==> config.mk <==
export PLATFORM = sky130hd
export DESIGN_NAME = cl_hello_top
export DESIGN_NICKNAME = d
export VERILOG_FILES = /design/src/source/ocl_pkg.sv /design/src/source/cl_hello_top.sv /design/src/source/ocl_regs.sv /design/src/source/ocl_slave_fsm.sv /design/src/source/tick_counter.sv
export VERILOG_INCLUDE_DIRS = /design/src /design/src/source
export SDC_FILE = /design/constraint.sdc
export NUM_CORES = 1
export LEC_CHECK = 0
export BUFFER_PORTS_ARGS = -buffer_cell sky130_fd_sc_hd__buf_4
export CORE_ASPECT_RATIO = 1.1
export CORE_MARGIN = 3
export CORE_UTILIZATION = 32
export CTS_BUF_LIST = sky130_fd_sc_hd__clkbuf_2
export DETAILED_ROUTE_END_ITERATION = 12
export GPL_TIMING_DRIVEN = 1
export RECOVER_POWER = 25
export SYNTH_ARGS = -nofsm -noshare
export SYNTH_HDL_FRONTEND = slang
export SYNTH_HIERARCHICAL = 1
export SYNTH_SLANG_ARGS = --single-unit
==> constraint.sdc <==
create_clock -name clk_main_a0 -period 2.85 [get_ports clk_main_a0]
set_input_delay 0.57 -clock clk_main_a0 [delete_from_list [all_inputs] [get_ports clk_main_a0]]
set_output_delay 0.57 -clock clk_main_a0 [all_outputs]
set_load 0.02 [all_outputs]
==> src/source/ocl_defines.svh <==
`ifndef OCL_DEFINES_SVH
`define OCL_DEFINES_SVH

// --------------------
// Register map
// --------------------

// Hello-world word, read back byte-swapped
`define HELLO_WORLD_REG_ADDR    32'h0000_0500
// LED shadow, read only
`define VLED_REG_ADDR           32'h0000_0504
// Counter control levels
`define CNT_CTRL_REG_ADDR       32'h0000_0508
// Prescaler terminal value
`define TICK_VALUE_REG_ADDR     32'h0000_050C
`define CNT_LOAD_REG_ADDR       32'h0000_0510
`define CNT_WATERMARK_REG_ADDR  32'h0000_0514
// Count, tick count and watermark flag
`define CNT_STATUS_REG_ADDR     32'h0000_0518

// Returned for any unmapped read
`define UNIMPLEMENTED_REG_VALUE 32'hDEAD_DEAD

// --------------------
// Control register bits
// --------------------
`define CTRL_ENABLE_BIT  0
`define CTRL_LOAD_BIT    1
`define CTRL_CLEAR_BIT   2
`define CTRL_ONESHOT_BIT 3
`define CTRL_WIDTH       4

`endif

==> src/source/ocl_pkg.sv <==
package ocl_pkg;

  // --------------------
  // Bus words
  // --------------------

  // Byte address on the register bus
  typedef logic [31:0] ocl_addr_t;
  // Single-beat data word
  typedef logic [31:0] ocl_data_t;
  // Response code, only OKAY is ever returned
  typedef logic [1:0]  ocl_resp_t;

  // --------------------
  // Data path widths
  // --------------------

  // Virtual LED and DIP switch vector
  typedef logic [15:0] led_t;
  // Event count, load value and watermark
  typedef logic [15:0] cnt_t;
  // Prescaler terminal value and running tick count
  typedef logic [7:0]  tick_t;

  // --------------------
  // Bus state machines
  // --------------------

  // Write side, address then data then response
  typedef enum logic [1:0] {
    WR_IDLE,
    WR_DATA,
    WR_RESP
  } wr_state_t;

  // Read side, address then mux fetch then response
  typedef enum logic [1:0] {
    RD_IDLE,
    RD_FETCH,
    RD_RESP
  } rd_state_t;

endpackage

==> src/source/cl_hello_top.sv <==
`timescale 1ns/1ps

module cl_hello_top (
  input  logic               clk_main_a0,
  input  logic               rst_main_n_sync,
  // Write channels
  input  logic               awvalid,
  input  ocl_pkg::ocl_addr_t awaddr,
  output logic               awready,
  input  logic               wvalid,
  input  ocl_pkg::ocl_data_t wdata,
  output logic               wready,
  output logic               bvalid,
  output ocl_pkg::ocl_resp_t bresp,
  input  logic               bready,
  // Read channels
  input  logic               arvalid,
  input  ocl_pkg::ocl_addr_t araddr,
  output logic               arready,
  output logic               rvalid,
  output ocl_pkg::ocl_data_t rdata,
  output ocl_pkg::ocl_resp_t rresp,
  input  logic               rready,
  // Virtual switches and LEDs
  input  ocl_pkg::led_t      vdip,
  output ocl_pkg::led_t      vled
);

  import ocl_pkg::*;

  // FSM to register block
  logic      reg_wr_en;
  ocl_addr_t reg_wr_addr;
  ocl_addr_t reg_rd_addr;
  ocl_data_t reg_rd_data;

  // Register block to counter and back
  logic  cnt_enable;
  logic  cnt_load;
  logic  cnt_clear;
  logic  cnt_oneshot;
  tick_t tick_value;
  cnt_t  load_value;
  cnt_t  watermark;
  cnt_t  count;
  tick_t tick_count;
  logic  ge_watermark;

  // --------------------
  // Bus slave
  // --------------------
  ocl_slave_fsm u_fsm (
    .clk_main_a0     (clk_main_a0),
    .rst_main_n_sync (rst_main_n_sync),
    .awvalid         (awvalid),
    .awaddr          (awaddr),
    .awready         (awready),
    .wvalid          (wvalid),
    .wready          (wready),
    .bready          (bready),
    .bvalid          (bvalid),
    .bresp           (bresp),
    .arvalid         (arvalid),
    .araddr          (araddr),
    .arready         (arready),
    .rready          (rready),
    .rvalid          (rvalid),
    .rdata           (rdata),
    .rresp           (rresp),
    .reg_wr_en       (reg_wr_en),
    .reg_wr_addr     (reg_wr_addr),
    .reg_rd_addr     (reg_rd_addr),
    .reg_rd_data     (reg_rd_data)
  );

  // --------------------
  // Registers and LEDs
  // --------------------
  ocl_regs u_regs (
    .clk_main_a0     (clk_main_a0),
    .rst_main_n_sync (rst_main_n_sync),
    .reg_wr_en       (reg_wr_en),
    .reg_wr_addr     (reg_wr_addr),
    .wdata           (wdata),
    .reg_rd_addr     (reg_rd_addr),
    .reg_rd_data     (reg_rd_data),
    .vdip            (vdip),
    .vled            (vled),
    .cnt_enable      (cnt_enable),
    .cnt_load        (cnt_load),
    .cnt_clear       (cnt_clear),
    .cnt_oneshot     (cnt_oneshot),
    .tick_value      (tick_value),
    .load_value      (load_value),
    .watermark       (watermark),
    .count           (count),
    .tick_count      (tick_count),
    .ge_watermark    (ge_watermark)
  );

  // Event counter
  tick_counter u_counter (
    .clk_main_a0     (clk_main_a0),
    .rst_main_n_sync (rst_main_n_sync),
    .cnt_enable      (cnt_enable),
    .cnt_load        (cnt_load),
    .cnt_clear       (cnt_clear),
    .cnt_oneshot     (cnt_oneshot),
    .tick_value      (tick_value),
    .load_value      (load_value),
    .watermark       (watermark),
    .count           (count),
    .tick_count      (tick_count),
    .ge_watermark    (ge_watermark)
  );

endmodule

==> src/source/ocl_regs.sv <==
`timescale 1ns/1ps

`include "ocl_defines.svh"

module ocl_regs (
  input  logic               clk_main_a0,
  input  logic               rst_main_n_sync,
  // Access from the bus FSM
  input  logic               reg_wr_en,
  input  ocl_pkg::ocl_addr_t reg_wr_addr,
  input  ocl_pkg::ocl_data_t wdata,
  input  ocl_pkg::ocl_addr_t reg_rd_addr,
  output ocl_pkg::ocl_data_t reg_rd_data,
  // Virtual switches and LEDs
  input  ocl_pkg::led_t      vdip,
  output ocl_pkg::led_t      vled,
  // Counter control
  output logic               cnt_enable,
  output logic               cnt_load,
  output logic               cnt_clear,
  output logic               cnt_oneshot,
  output ocl_pkg::tick_t     tick_value,
  output ocl_pkg::cnt_t      load_value,
  output ocl_pkg::cnt_t      watermark,
  // Counter status
  input  ocl_pkg::cnt_t      count,
  input  ocl_pkg::tick_t     tick_count,
  input  logic               ge_watermark
);

  import ocl_pkg::*;

  ocl_data_t               hello_q;
  ocl_data_t               hello_swapped;
  logic [`CTRL_WIDTH-1:0]  ctrl_q;
  ocl_data_t               status_word;

  // DIP synchronizer stages and LED shadow
  led_t vdip_meta;
  led_t vdip_sync;
  led_t led_shadow;

  // --------------------
  // Write decode
  // --------------------

  always_ff @(posedge clk_main_a0) begin
    if (!rst_main_n_sync) begin
      hello_q    <= '0;
      ctrl_q     <= '0;
      tick_value <= '0;
      load_value <= '0;
      watermark  <= '0;
    end else if (reg_wr_en) begin
      // Full-word writes only
      case (reg_wr_addr)
        `HELLO_WORLD_REG_ADDR:   hello_q    <= wdata;
        `CNT_CTRL_REG_ADDR:      ctrl_q     <= wdata[`CTRL_WIDTH-1:0];
        `TICK_VALUE_REG_ADDR:    tick_value <= wdata[$bits(tick_t)-1:0];
        `CNT_LOAD_REG_ADDR:      load_value <= wdata[$bits(cnt_t)-1:0];
        `CNT_WATERMARK_REG_ADDR: watermark  <= wdata[$bits(cnt_t)-1:0];
        // LED and status are read only
        default: ;
      endcase
    end
  end

  // Control levels straight to the counter
  assign cnt_enable  = ctrl_q[`CTRL_ENABLE_BIT];
  assign cnt_load    = ctrl_q[`CTRL_LOAD_BIT];
  assign cnt_clear   = ctrl_q[`CTRL_CLEAR_BIT];
  assign cnt_oneshot = ctrl_q[`CTRL_ONESHOT_BIT];

  // --------------------
  // Read mux
  // --------------------

  // Byte order reversed on readback
  assign hello_swapped = {hello_q[7:0], hello_q[15:8], hello_q[23:16], hello_q[31:24]};

  // Flag in bit 24, tick count above the event count
  assign status_word = {7'b0, ge_watermark, tick_count, count};

  always_comb begin
    case (reg_rd_addr)
      `HELLO_WORLD_REG_ADDR: reg_rd_data = hello_swapped;
      `VLED_REG_ADDR:        reg_rd_data = ocl_data_t'(led_shadow);
      `CNT_STATUS_REG_ADDR:  reg_rd_data = status_word;
      default:               reg_rd_data = `UNIMPLEMENTED_REG_VALUE;
    endcase
  end

  // --------------------
  // LED path
  // --------------------

  // Two flops for the asynchronous DIP inputs
  always_ff @(posedge clk_main_a0) begin
    if (!rst_main_n_sync) begin
      vdip_meta <= '0;
      vdip_sync <= '0;
    end else begin
      vdip_meta <= vdip;
      vdip_sync <= vdip_meta;
    end
  end

  // Shadow of the low half, then masked by the switches
  always_ff @(posedge clk_main_a0) begin
    if (!rst_main_n_sync) begin
      led_shadow <= '0;
      vled       <= '0;
    end else begin
      led_shadow <= hello_q[15:0];
      vled       <= led_shadow & vdip_sync;
    end
  end

endmodule

==> src/source/ocl_slave_fsm.sv <==
`timescale 1ns/1ps

module ocl_slave_fsm (
  input  logic               clk_main_a0,
  input  logic               rst_main_n_sync,
  // Write address channel
  input  logic               awvalid,
  input  ocl_pkg::ocl_addr_t awaddr,
  output logic               awready,
  // Write data channel
  input  logic               wvalid,
  output logic               wready,
  // Write response channel
  input  logic               bready,
  output logic               bvalid,
  output ocl_pkg::ocl_resp_t bresp,
  // Read address channel
  input  logic               arvalid,
  input  ocl_pkg::ocl_addr_t araddr,
  output logic               arready,
  // Read data channel
  input  logic               rready,
  output logic               rvalid,
  output ocl_pkg::ocl_data_t rdata,
  output ocl_pkg::ocl_resp_t rresp,
  // Register block side
  output logic               reg_wr_en,
  output ocl_pkg::ocl_addr_t reg_wr_addr,
  output ocl_pkg::ocl_addr_t reg_rd_addr,
  input  ocl_pkg::ocl_data_t reg_rd_data
);

  import ocl_pkg::*;

  wr_state_t wr_state;
  wr_state_t wr_state_nxt;
  rd_state_t rd_state;
  rd_state_t rd_state_nxt;

  // Latched addresses
  ocl_addr_t wr_addr_q;
  ocl_addr_t rd_addr_q;

  // --------------------
  // Write side
  // --------------------

  always_comb begin
    wr_state_nxt = wr_state;
    case (wr_state)
      WR_IDLE: begin
        if (awvalid) begin
          wr_state_nxt = WR_DATA;
        end
      end
      // Data beat is the register write strobe
      WR_DATA: begin
        if (wvalid) begin
          wr_state_nxt = WR_RESP;
        end
      end
      // Hold bvalid until the master takes it
      WR_RESP: begin
        if (bready) begin
          wr_state_nxt = WR_IDLE;
        end
      end
      default: wr_state_nxt = WR_IDLE;
    endcase
  end

  always_ff @(posedge clk_main_a0) begin
    if (!rst_main_n_sync) begin
      wr_state <= WR_IDLE;
    end else begin
      wr_state <= wr_state_nxt;
    end
  end

  // Address captured on the aw handshake
  always_ff @(posedge clk_main_a0) begin
    if (awvalid && awready) begin
      wr_addr_q <= awaddr;
    end
  end

  assign awready     = (wr_state == WR_IDLE);
  assign wready      = (wr_state == WR_DATA) && wvalid;
  assign bvalid      = (wr_state == WR_RESP);
  assign bresp       = '0;
  // One cycle per accepted data beat
  assign reg_wr_en   = wready;
  assign reg_wr_addr = wr_addr_q;

  // --------------------
  // Read side
  // --------------------

  always_comb begin
    rd_state_nxt = rd_state;
    case (rd_state)
      RD_IDLE: begin
        if (arvalid) begin
          rd_state_nxt = RD_FETCH;
        end
      end
      // Mux output sampled here, always one cycle
      RD_FETCH: rd_state_nxt = RD_RESP;
      RD_RESP: begin
        if (rready) begin
          rd_state_nxt = RD_IDLE;
        end
      end
      default: rd_state_nxt = RD_IDLE;
    endcase
  end

  always_ff @(posedge clk_main_a0) begin
    if (!rst_main_n_sync) begin
      rd_state <= RD_IDLE;
    end else begin
      rd_state <= rd_state_nxt;
    end
  end

  always_ff @(posedge clk_main_a0) begin
    if (arvalid && arready) begin
      rd_addr_q <= araddr;
    end
  end

  // Read data held through the response, zero once taken
  always_ff @(posedge clk_main_a0) begin
    if (!rst_main_n_sync) begin
      rdata <= '0;
    end else if (rd_state == RD_FETCH) begin
      rdata <= reg_rd_data;
    end else if (rvalid && rready) begin
      rdata <= '0;
    end
  end

  assign arready     = (rd_state == RD_IDLE);
  assign rvalid      = (rd_state == RD_RESP);
  assign rresp       = '0;
  assign reg_rd_addr = rd_addr_q;

endmodule

==> src/source/tick_counter.sv <==
`timescale 1ns/1ps

module tick_counter (
  input  logic           clk_main_a0,
  input  logic           rst_main_n_sync,
  // Control levels
  input  logic           cnt_enable,
  input  logic           cnt_load,
  input  logic           cnt_clear,
  input  logic           cnt_oneshot,
  input  ocl_pkg::tick_t tick_value,
  input  ocl_pkg::cnt_t  load_value,
  input  ocl_pkg::cnt_t  watermark,
  // Status
  output ocl_pkg::cnt_t  count,
  output ocl_pkg::tick_t tick_count,
  output logic           ge_watermark
);

  import ocl_pkg::*;

  logic  tick_wrap;
  logic  cnt_hold;
  tick_t tick_next;
  cnt_t  count_next;

  // Prescaler terminal reached this cycle
  assign tick_wrap = (tick_count >= tick_value);

  // One-shot stops at all ones instead of rolling over
  assign cnt_hold = cnt_oneshot && (&count);

  always_comb begin
    tick_next  = tick_count;
    count_next = count;
    if (cnt_clear) begin
      // Clear beats load
      tick_next  = '0;
      count_next = '0;
    end else begin
      if (cnt_enable) begin
        tick_next = tick_wrap ? '0 : tick_count + 1'b1;
      end
      if (cnt_load) begin
        count_next = load_value;
      end else if (cnt_enable && tick_wrap && !cnt_hold) begin
        count_next = count + 1'b1;
      end
    end
  end

  always_ff @(posedge clk_main_a0) begin
    if (!rst_main_n_sync) begin
      tick_count   <= '0;
      count        <= '0;
      ge_watermark <= 1'b0;
    end else begin
      tick_count   <= tick_next;
      count        <= count_next;
      // Compared against the current count, so one edge behind
      ge_watermark <= (count >= watermark);
    end
  end

endmodule

# Word-level counts from Yosys, hierarchy flattened
# Index checks and enable logic that the tools add are counted.
# W data, S select, Z words.
[word_totals]
register_bits = 265
latchBits = 0
ram_bits = 0
rom_bits = 0
inputBits = 119
out_inout_bits = 57
wordCells = 74
mem_count = 0
[classes]
n_addsub = 2
multipliers = 0
div = 0
magnitude_cmp = 2
n_eq_ne = 17
shift = 0
mux = 13
bitwise_logic = 2
reduce_logical = 21
[op_table]
columns = ["cell", "count"]
rows = [
  ["$eq A32 B11 Y1 const B", 8],
  ["$pmux W32 S3", 1],
  ["$mux W32", 2],
  ["$mux W16", 2],
  ["$add A16 B1 Y16 const B", 1],
  ["$and A16 B16 Y16", 1],
  ["$ge A16 B16 Y1", 1],
  ["$reduce_and A16 Y1", 1],
  ["$pmux W2 S3", 2],
  ["$reduce_and A2 Y1", 6],
  ["$mux W2", 5],
  ["$add A8 B1 Y8 const B", 1],
  ["$ge A8 B8 Y1", 1],
  ["$mux W8", 1],
  ["$ne A2 B2 Y1 const B", 4],
  ["$logic_and A1 B1 Y1", 7],
  ["$eq A2 B1 Y1 const B", 2],
  ["$eq A2 B2 Y1 const B", 2],
  ["$logic_not A2 Y1", 2],
  ["$reduce_bool A2 Y1", 2],
  ["$reduce_and A3 Y1", 1],
  ["$ne A2 B1 Y1 const B", 1],
  ["$reduce_or A2 Y1", 1],
  ["$logic_not A1 Y1", 1],
  ["$not A1 Y1", 1],
]

# Longest topological paths before layout
[logic_depth]
ltp_word = 6
ltp_mapped = 9

# Hierarchy
# Netlist, hierarchy kept.
[by_module_without_submodules]
columns = ["module", "instances", "cells_each", "area_per_inst_um2", "seq_area_each_um2"]
rows = [
  ["ocl_regs", 1, 523, 5298.8, 2802.7],
  ["ocl_slave_fsm", 1, 239, 3626.0, 2642.5],
  ["tick_counter", 1, 223, 1876.8, 500.5],
]

# Least setup slack after synthesis
# OpenSTA, ideal clock, no wires.
[synth_path]
kind = "register -> register"
startpoint = "register u_fsm.wr_addr_q[5], in the netlist u_fsm/reg_wr_addr[5]"
endpoint = "register u_regs.watermark[5]"
setup_time_ns = 0.120
arrival_time_ns = 2.178
required_time_ns = 2.730
path_slack_ns = 0.552
path_stages_with_launch = 7
synth_period_minus_slack_ns = 2.298
path_cell_list = "edfxtp_1 or4_1 or4b_4 or4_4 buf_6 buf_12 mux2i_1"
[synth_between]
elab_chain_cells = 2
[synth_rtl]
columns = ["element", "line", "text"]
rows = [
  ["start, declared", "ocl_slave_fsm.sv:41", "ocl_addr_t wr_addr_q;"],
  ["start signal, assigned", "ocl_slave_fsm.sv:83", "wr_addr_q <= awaddr;"],
  ["$eq A32 B11 Y1", "ocl_regs.sv:56", "case (reg_wr_addr)"],
  ["$reduce_and A2 Y1 (no source line)", "n/a", ""],
  ["end signal, assigned", "ocl_regs.sv:61", "`CNT_WATERMARK_REG_ADDR: watermark <= wdata[$bits(cnt_t)-1:0];"],
  ["end, declared", "ocl_regs.sv:24", "output ocl_pkg::cnt_t watermark,"],
]
# No other way between the ends.
# A chain may end at the register's enable or synchronous reset.

# Worst setup path in the final report
[layout_path]
startpoint = "register u_counter.tick_count[5]"
endpoint = "register u_counter.count[0]"
[layout_between]
elab_chain_cells = 4
[layout_rtl]
columns = ["element", "line", "text"]
rows = [
  ["start, declared", "tick_counter.sv:16", "output ocl_pkg::tick_t tick_count,"],
  ["start signal, assigned", "tick_counter.sv:58", "tick_count <= tick_next;"],
  ["$ge A8 B8 Y1", "tick_counter.sv:28", "assign tick_wrap = (tick_count >= tick_value);"],
  ["$logic_and A1 B1 Y1 (2 in a row)", "tick_counter.sv:46", "end else if (cnt_enable && tick_wrap && !cnt_hold) begin"],
  ["$reduce_bool A2 Y1 (no source line)", "n/a", ""],
  ["end signal, assigned", "tick_counter.sv:59", "count <= count_next;"],
  ["end, declared", "tick_counter.sv:15", "output ocl_pkg::cnt_t count,"],
]
# No other way between the ends.

==> run_results.csv <==
group,metric,value,unit
status,failed_checks,"capacitance limit, slew limit",
timing,slew_headroom,-0.542,
route,route.met3.wl,2090,µm
power,power.density,520,nW/µm²
synthesis,synth_top_cell_area_share,0.373,
layout,area_delta_synth_final,30.3,%
layout,final_core_utilization,0.429,
setup_path,required,3.58,ns
synthesis,synth_area_leader_cell,"dfxtp_1",
power,p_leak,6.13,nW
timing,tightestPinTransition,2.31,ns
synthesis,synth_common_cells,"dfxtp_1, nand2_1, mux2i_1",
floorplan,die_x,181,µm
setup_path,crit_family,"compound AO/OA/AOI/OAI gates",
synthesis,syn_avg_cell_area,11.0,µm²
timing,fin_crit_sh,0.871,
route,ant_nets,0,
placed_design,place_congestion,0.851,
setup_path,cp_cell_sequence,"ha_1 > and3_1 > a221o_1 > a22oi_4 > nor2_2 > xnor2_1 > a211oi_1",
setup_path,cp_num_buf_inv,0,
layout,drive_gt1_frac,0.280,
clock_network,cts.sinks,265,
power,p_sw_frac,0.265,
synthesis,synth_cells,985,
timing,rsz0062_at_grt,"false",
placed_design,io_buffers,171,
synthesis,seq_area_frac_synth,0.550,
setup_path,worst-path-max-fanout,18,
route,num_vias,8569,
global_routing,antenna_found_initial,2,
setup_path,crit_slowest_cell,"a22oi_4",
floorplan,fp.dieArea,36000,µm²
clock_network,post_cts.repair.setup_buffers,0,
synthesis,synth.distinct_cells,64,
synthesis,synth_ff_type,"dfxtp_1",
setup_path,cp-start-kind,"flip-flop",
layout,finalNetCount,1442,
power,ir_worst_vdd,0.347,mV
route,initialDrtViolationCount,497,
setup_path,cp.arrival,3.22,ns
power,p_sw,1.94,mW
power,clockPowerShare,0.360,
global_routing,gr-total-overflow,0,
synthesis,synth_most_common_cell,"dfxtp_1",
timing,setup_tns,0,ns
power,p_comb_frac,0.088,
setup_path,r2r_cells,7,
status,status,"complete, but fails checks",
route,wl_met1,13200,µm
route,viasPerCell,4.83,
synthesis,synth-edff-count,64,
placed_design,hpwl,20700,µm
power,p_int,5.38,mW
floorplan,fp-row-count,69,
clock_network,numCtsBuffers,71,
synthesis,synthTopCellsByArea,"dfxtp_1, edfxtp_1, mux2i_1",
synthesis,postSynth.asyncResetShare,0,
synthesis,yosysWarnings,6,
route,dr_wl_met2,14000,µm
setup_path,cp_num_cells,7,
route,drt_pre_antenna_iters,6,
global_routing,grt_pass1_wl,46900,µm
synthesis,syn_area,10800,µm²
min_path,hold_depth,3,
min_path,min_path_type,"primary input to flip-flop",
clock_network,root_buffer,"clkbuf_2",
clock_network,htreeDepth,3,
route,avgRoutedWirePerCell,16.8,µm
synthesis,synth_seq_cells,265,
timing,fmax,403,MHz
timing,period_needed,2.48,ns
timing,finalHoldViolations,0,
clock_network,path_clk_slew,0.09,ns
route,wl,29800,µm
job,drv_cap,1,
timing,skew,0.117,ns
clock_network,clock_latency,0.91,ns
floorplan,fp.dieH,199,µm
global_routing,grt_pass1_vias,8739,
floorplan,start_util,0.329,
floorplan,io_pins,176,
clock_network,clk_path_buf_depth,3,
power,p_seq_frac,0.553,
floorplan,core_region_area,32800,µm²
setup_path,r2r_slack,0.37,ns
setup_path,max_stage_delay,0.52,ns
setup_path,path_class,"flip-flop to flip-flop",
timing,drv_slew,130,
setup_path,critPathCaptureType,"flip-flop",
timing,setup-violations-final,0,
clock_network,cts_tree,"built",
global_routing,grtUsageTotal,0.164,
global_routing,grt_max_degree,130,
route,routed.top_layer,"met4",
route,drc,0,
## flip-flops by register name (all words and copies together) (netlist names), 2 cells and up
register,count
u_regs/watermark,16
u_regs/tick_value,8
u_regs/hello_q,32
u_fsm/rd_state,2
u_regs/vdip_sync,16
u_fsm/rdata,32
u_fsm/reg_rd_addr,32
u_regs/vdip_meta,16
u_counter/count,16
u_counter/tick_count,8
u_fsm/wr_state,2
u_fsm/reg_wr_addr,32
u_regs/led_shadow,16
u_regs/ctrl_q,4
u_regs/vled,16
u_regs/load_value,16
## through the flow
step                      area, µm²  cells  hold WS (ns)  setup slack [ns]  power (mW)
after floorplan               10800    988         0.412             0.552        4.41
after global placement        12500   1549         0.414             0.471        4.67
after detailed placement      12500   1549         0.419             0.462        4.68
after CTS                     14100   1771      0.000140             0.379        7.47
after global routing          14100   1774      -0.00647             0.135        7.73
final                         14100   1775        0.0913             0.367        7.32
## path summary, 6_finish.rpt
| kind | to | startpoint |
|---|---|---|
| hold reg to reg | u_regs/led_shadow[2]$_SDFF_PN0_ | u_regs/hello_q[2]$_SDFFE_PN0P_ |
| setup reg to reg | u_counter/count[0]$_SDFFE_PP0P_ | u_counter/tick_count[5]$_SDFFE_PP0P_ |
| setup / recovery | u_counter/count[0]$_SDFFE_PP0P_ | u_counter/tick_count[5]$_SDFFE_PP0P_ |
| hold / removal | u_fsm/wr_state[0]$_SDFFE_PN0P_ | awvalid |
## worst reg2reg max path, stage by stage, from the launching register on
cell      delay, ns
dfxtp_1        0.44
ha_1           0.26
and3_1         0.19
a221o_1        0.39
a22oi_4        0.52
nor2_2         0.13
xnor2_1        0.15
a211oi_1       0.23
## layout make-up
| class | count | area (µm²) |
|---|---|---|
| Clock inverter | 13 | 85.1 |
| Tap cell | 426 | 533 |
| Antenna cell | 4 | 10.0 |
| Multi-Input combinational cell | 616 | 4310 |
| Sequential cell | 265 | 5950 |
| Timing Repair Buffer | 297 | 2480 |
| Clock buffer | 108 | 541 |
| Inverter | 46 | 173 |
| Fill cell | 3162 | 18700 |
## cells in the final DEF (no fill, tap or decap), drive strengths merged, types with 8 or more instances in the layout
cell,count
nor2,55
clkbuf,173
nand4,9
xnor2,16
edfxtp,64
dlygate4sd3,101
mux2i,79
o21ai,25
a22o,9
a221o,12
nand3,8
ha,26
mux2,16
inv,49
and2,36
and3,22
o221ai,31
buf,131
dfxtp,201
nor4,20
nand2,134
a21oi,50
## repair_timing
action	CTS	global route
resized for setup	0	0
hold buffers	101	0
endpoints found under the hold margin	102	0
## cell families (layout without fill, tap and decap cells)
| kind of cell | Yosys count | count (layout) | share of synthesized area |
|---|---|---|---|
| xor gates and xnor gates | 20 | 20 | 0.0162 |
| muxes | 95 | 95 | 0.0899 |
| AOI/OAI and AO/OA | 150 | 150 | 0.108 |
| buffers and inverters | 107 | 464 | 0.0522 |
| DFF | 265 | 265 | 0.550 |
| adders and majority gates | 26 | 26 | 0.0301 |
| and+or+nand+nor | 321 | 321 | 0.153 |
| other | 1 | 8 | 0.000347 |
## per-layer routing
layer,GRT usage,vias up
met2,0.265,307
met1,0.218,4045
li1,-,4153
met3,0.0382,64
met5,0,-
met4,0.0593,0
## power by group through the flow
stage | combinational [mW] | sequential (mW) | clock (mW)
finish | 0.643 | 4.05 | 2.63
global route | 0.698 | 4.06 | 2.97
CTS | 0.654 | 4.05 | 2.77
detailed placement | 0.542 | 4.13 | 0
global placement | 0.537 | 4.13 | 0
floorplan | 0.259 | 4.15 | 0
Note: power is estimated with default switching activity, not from simulation.
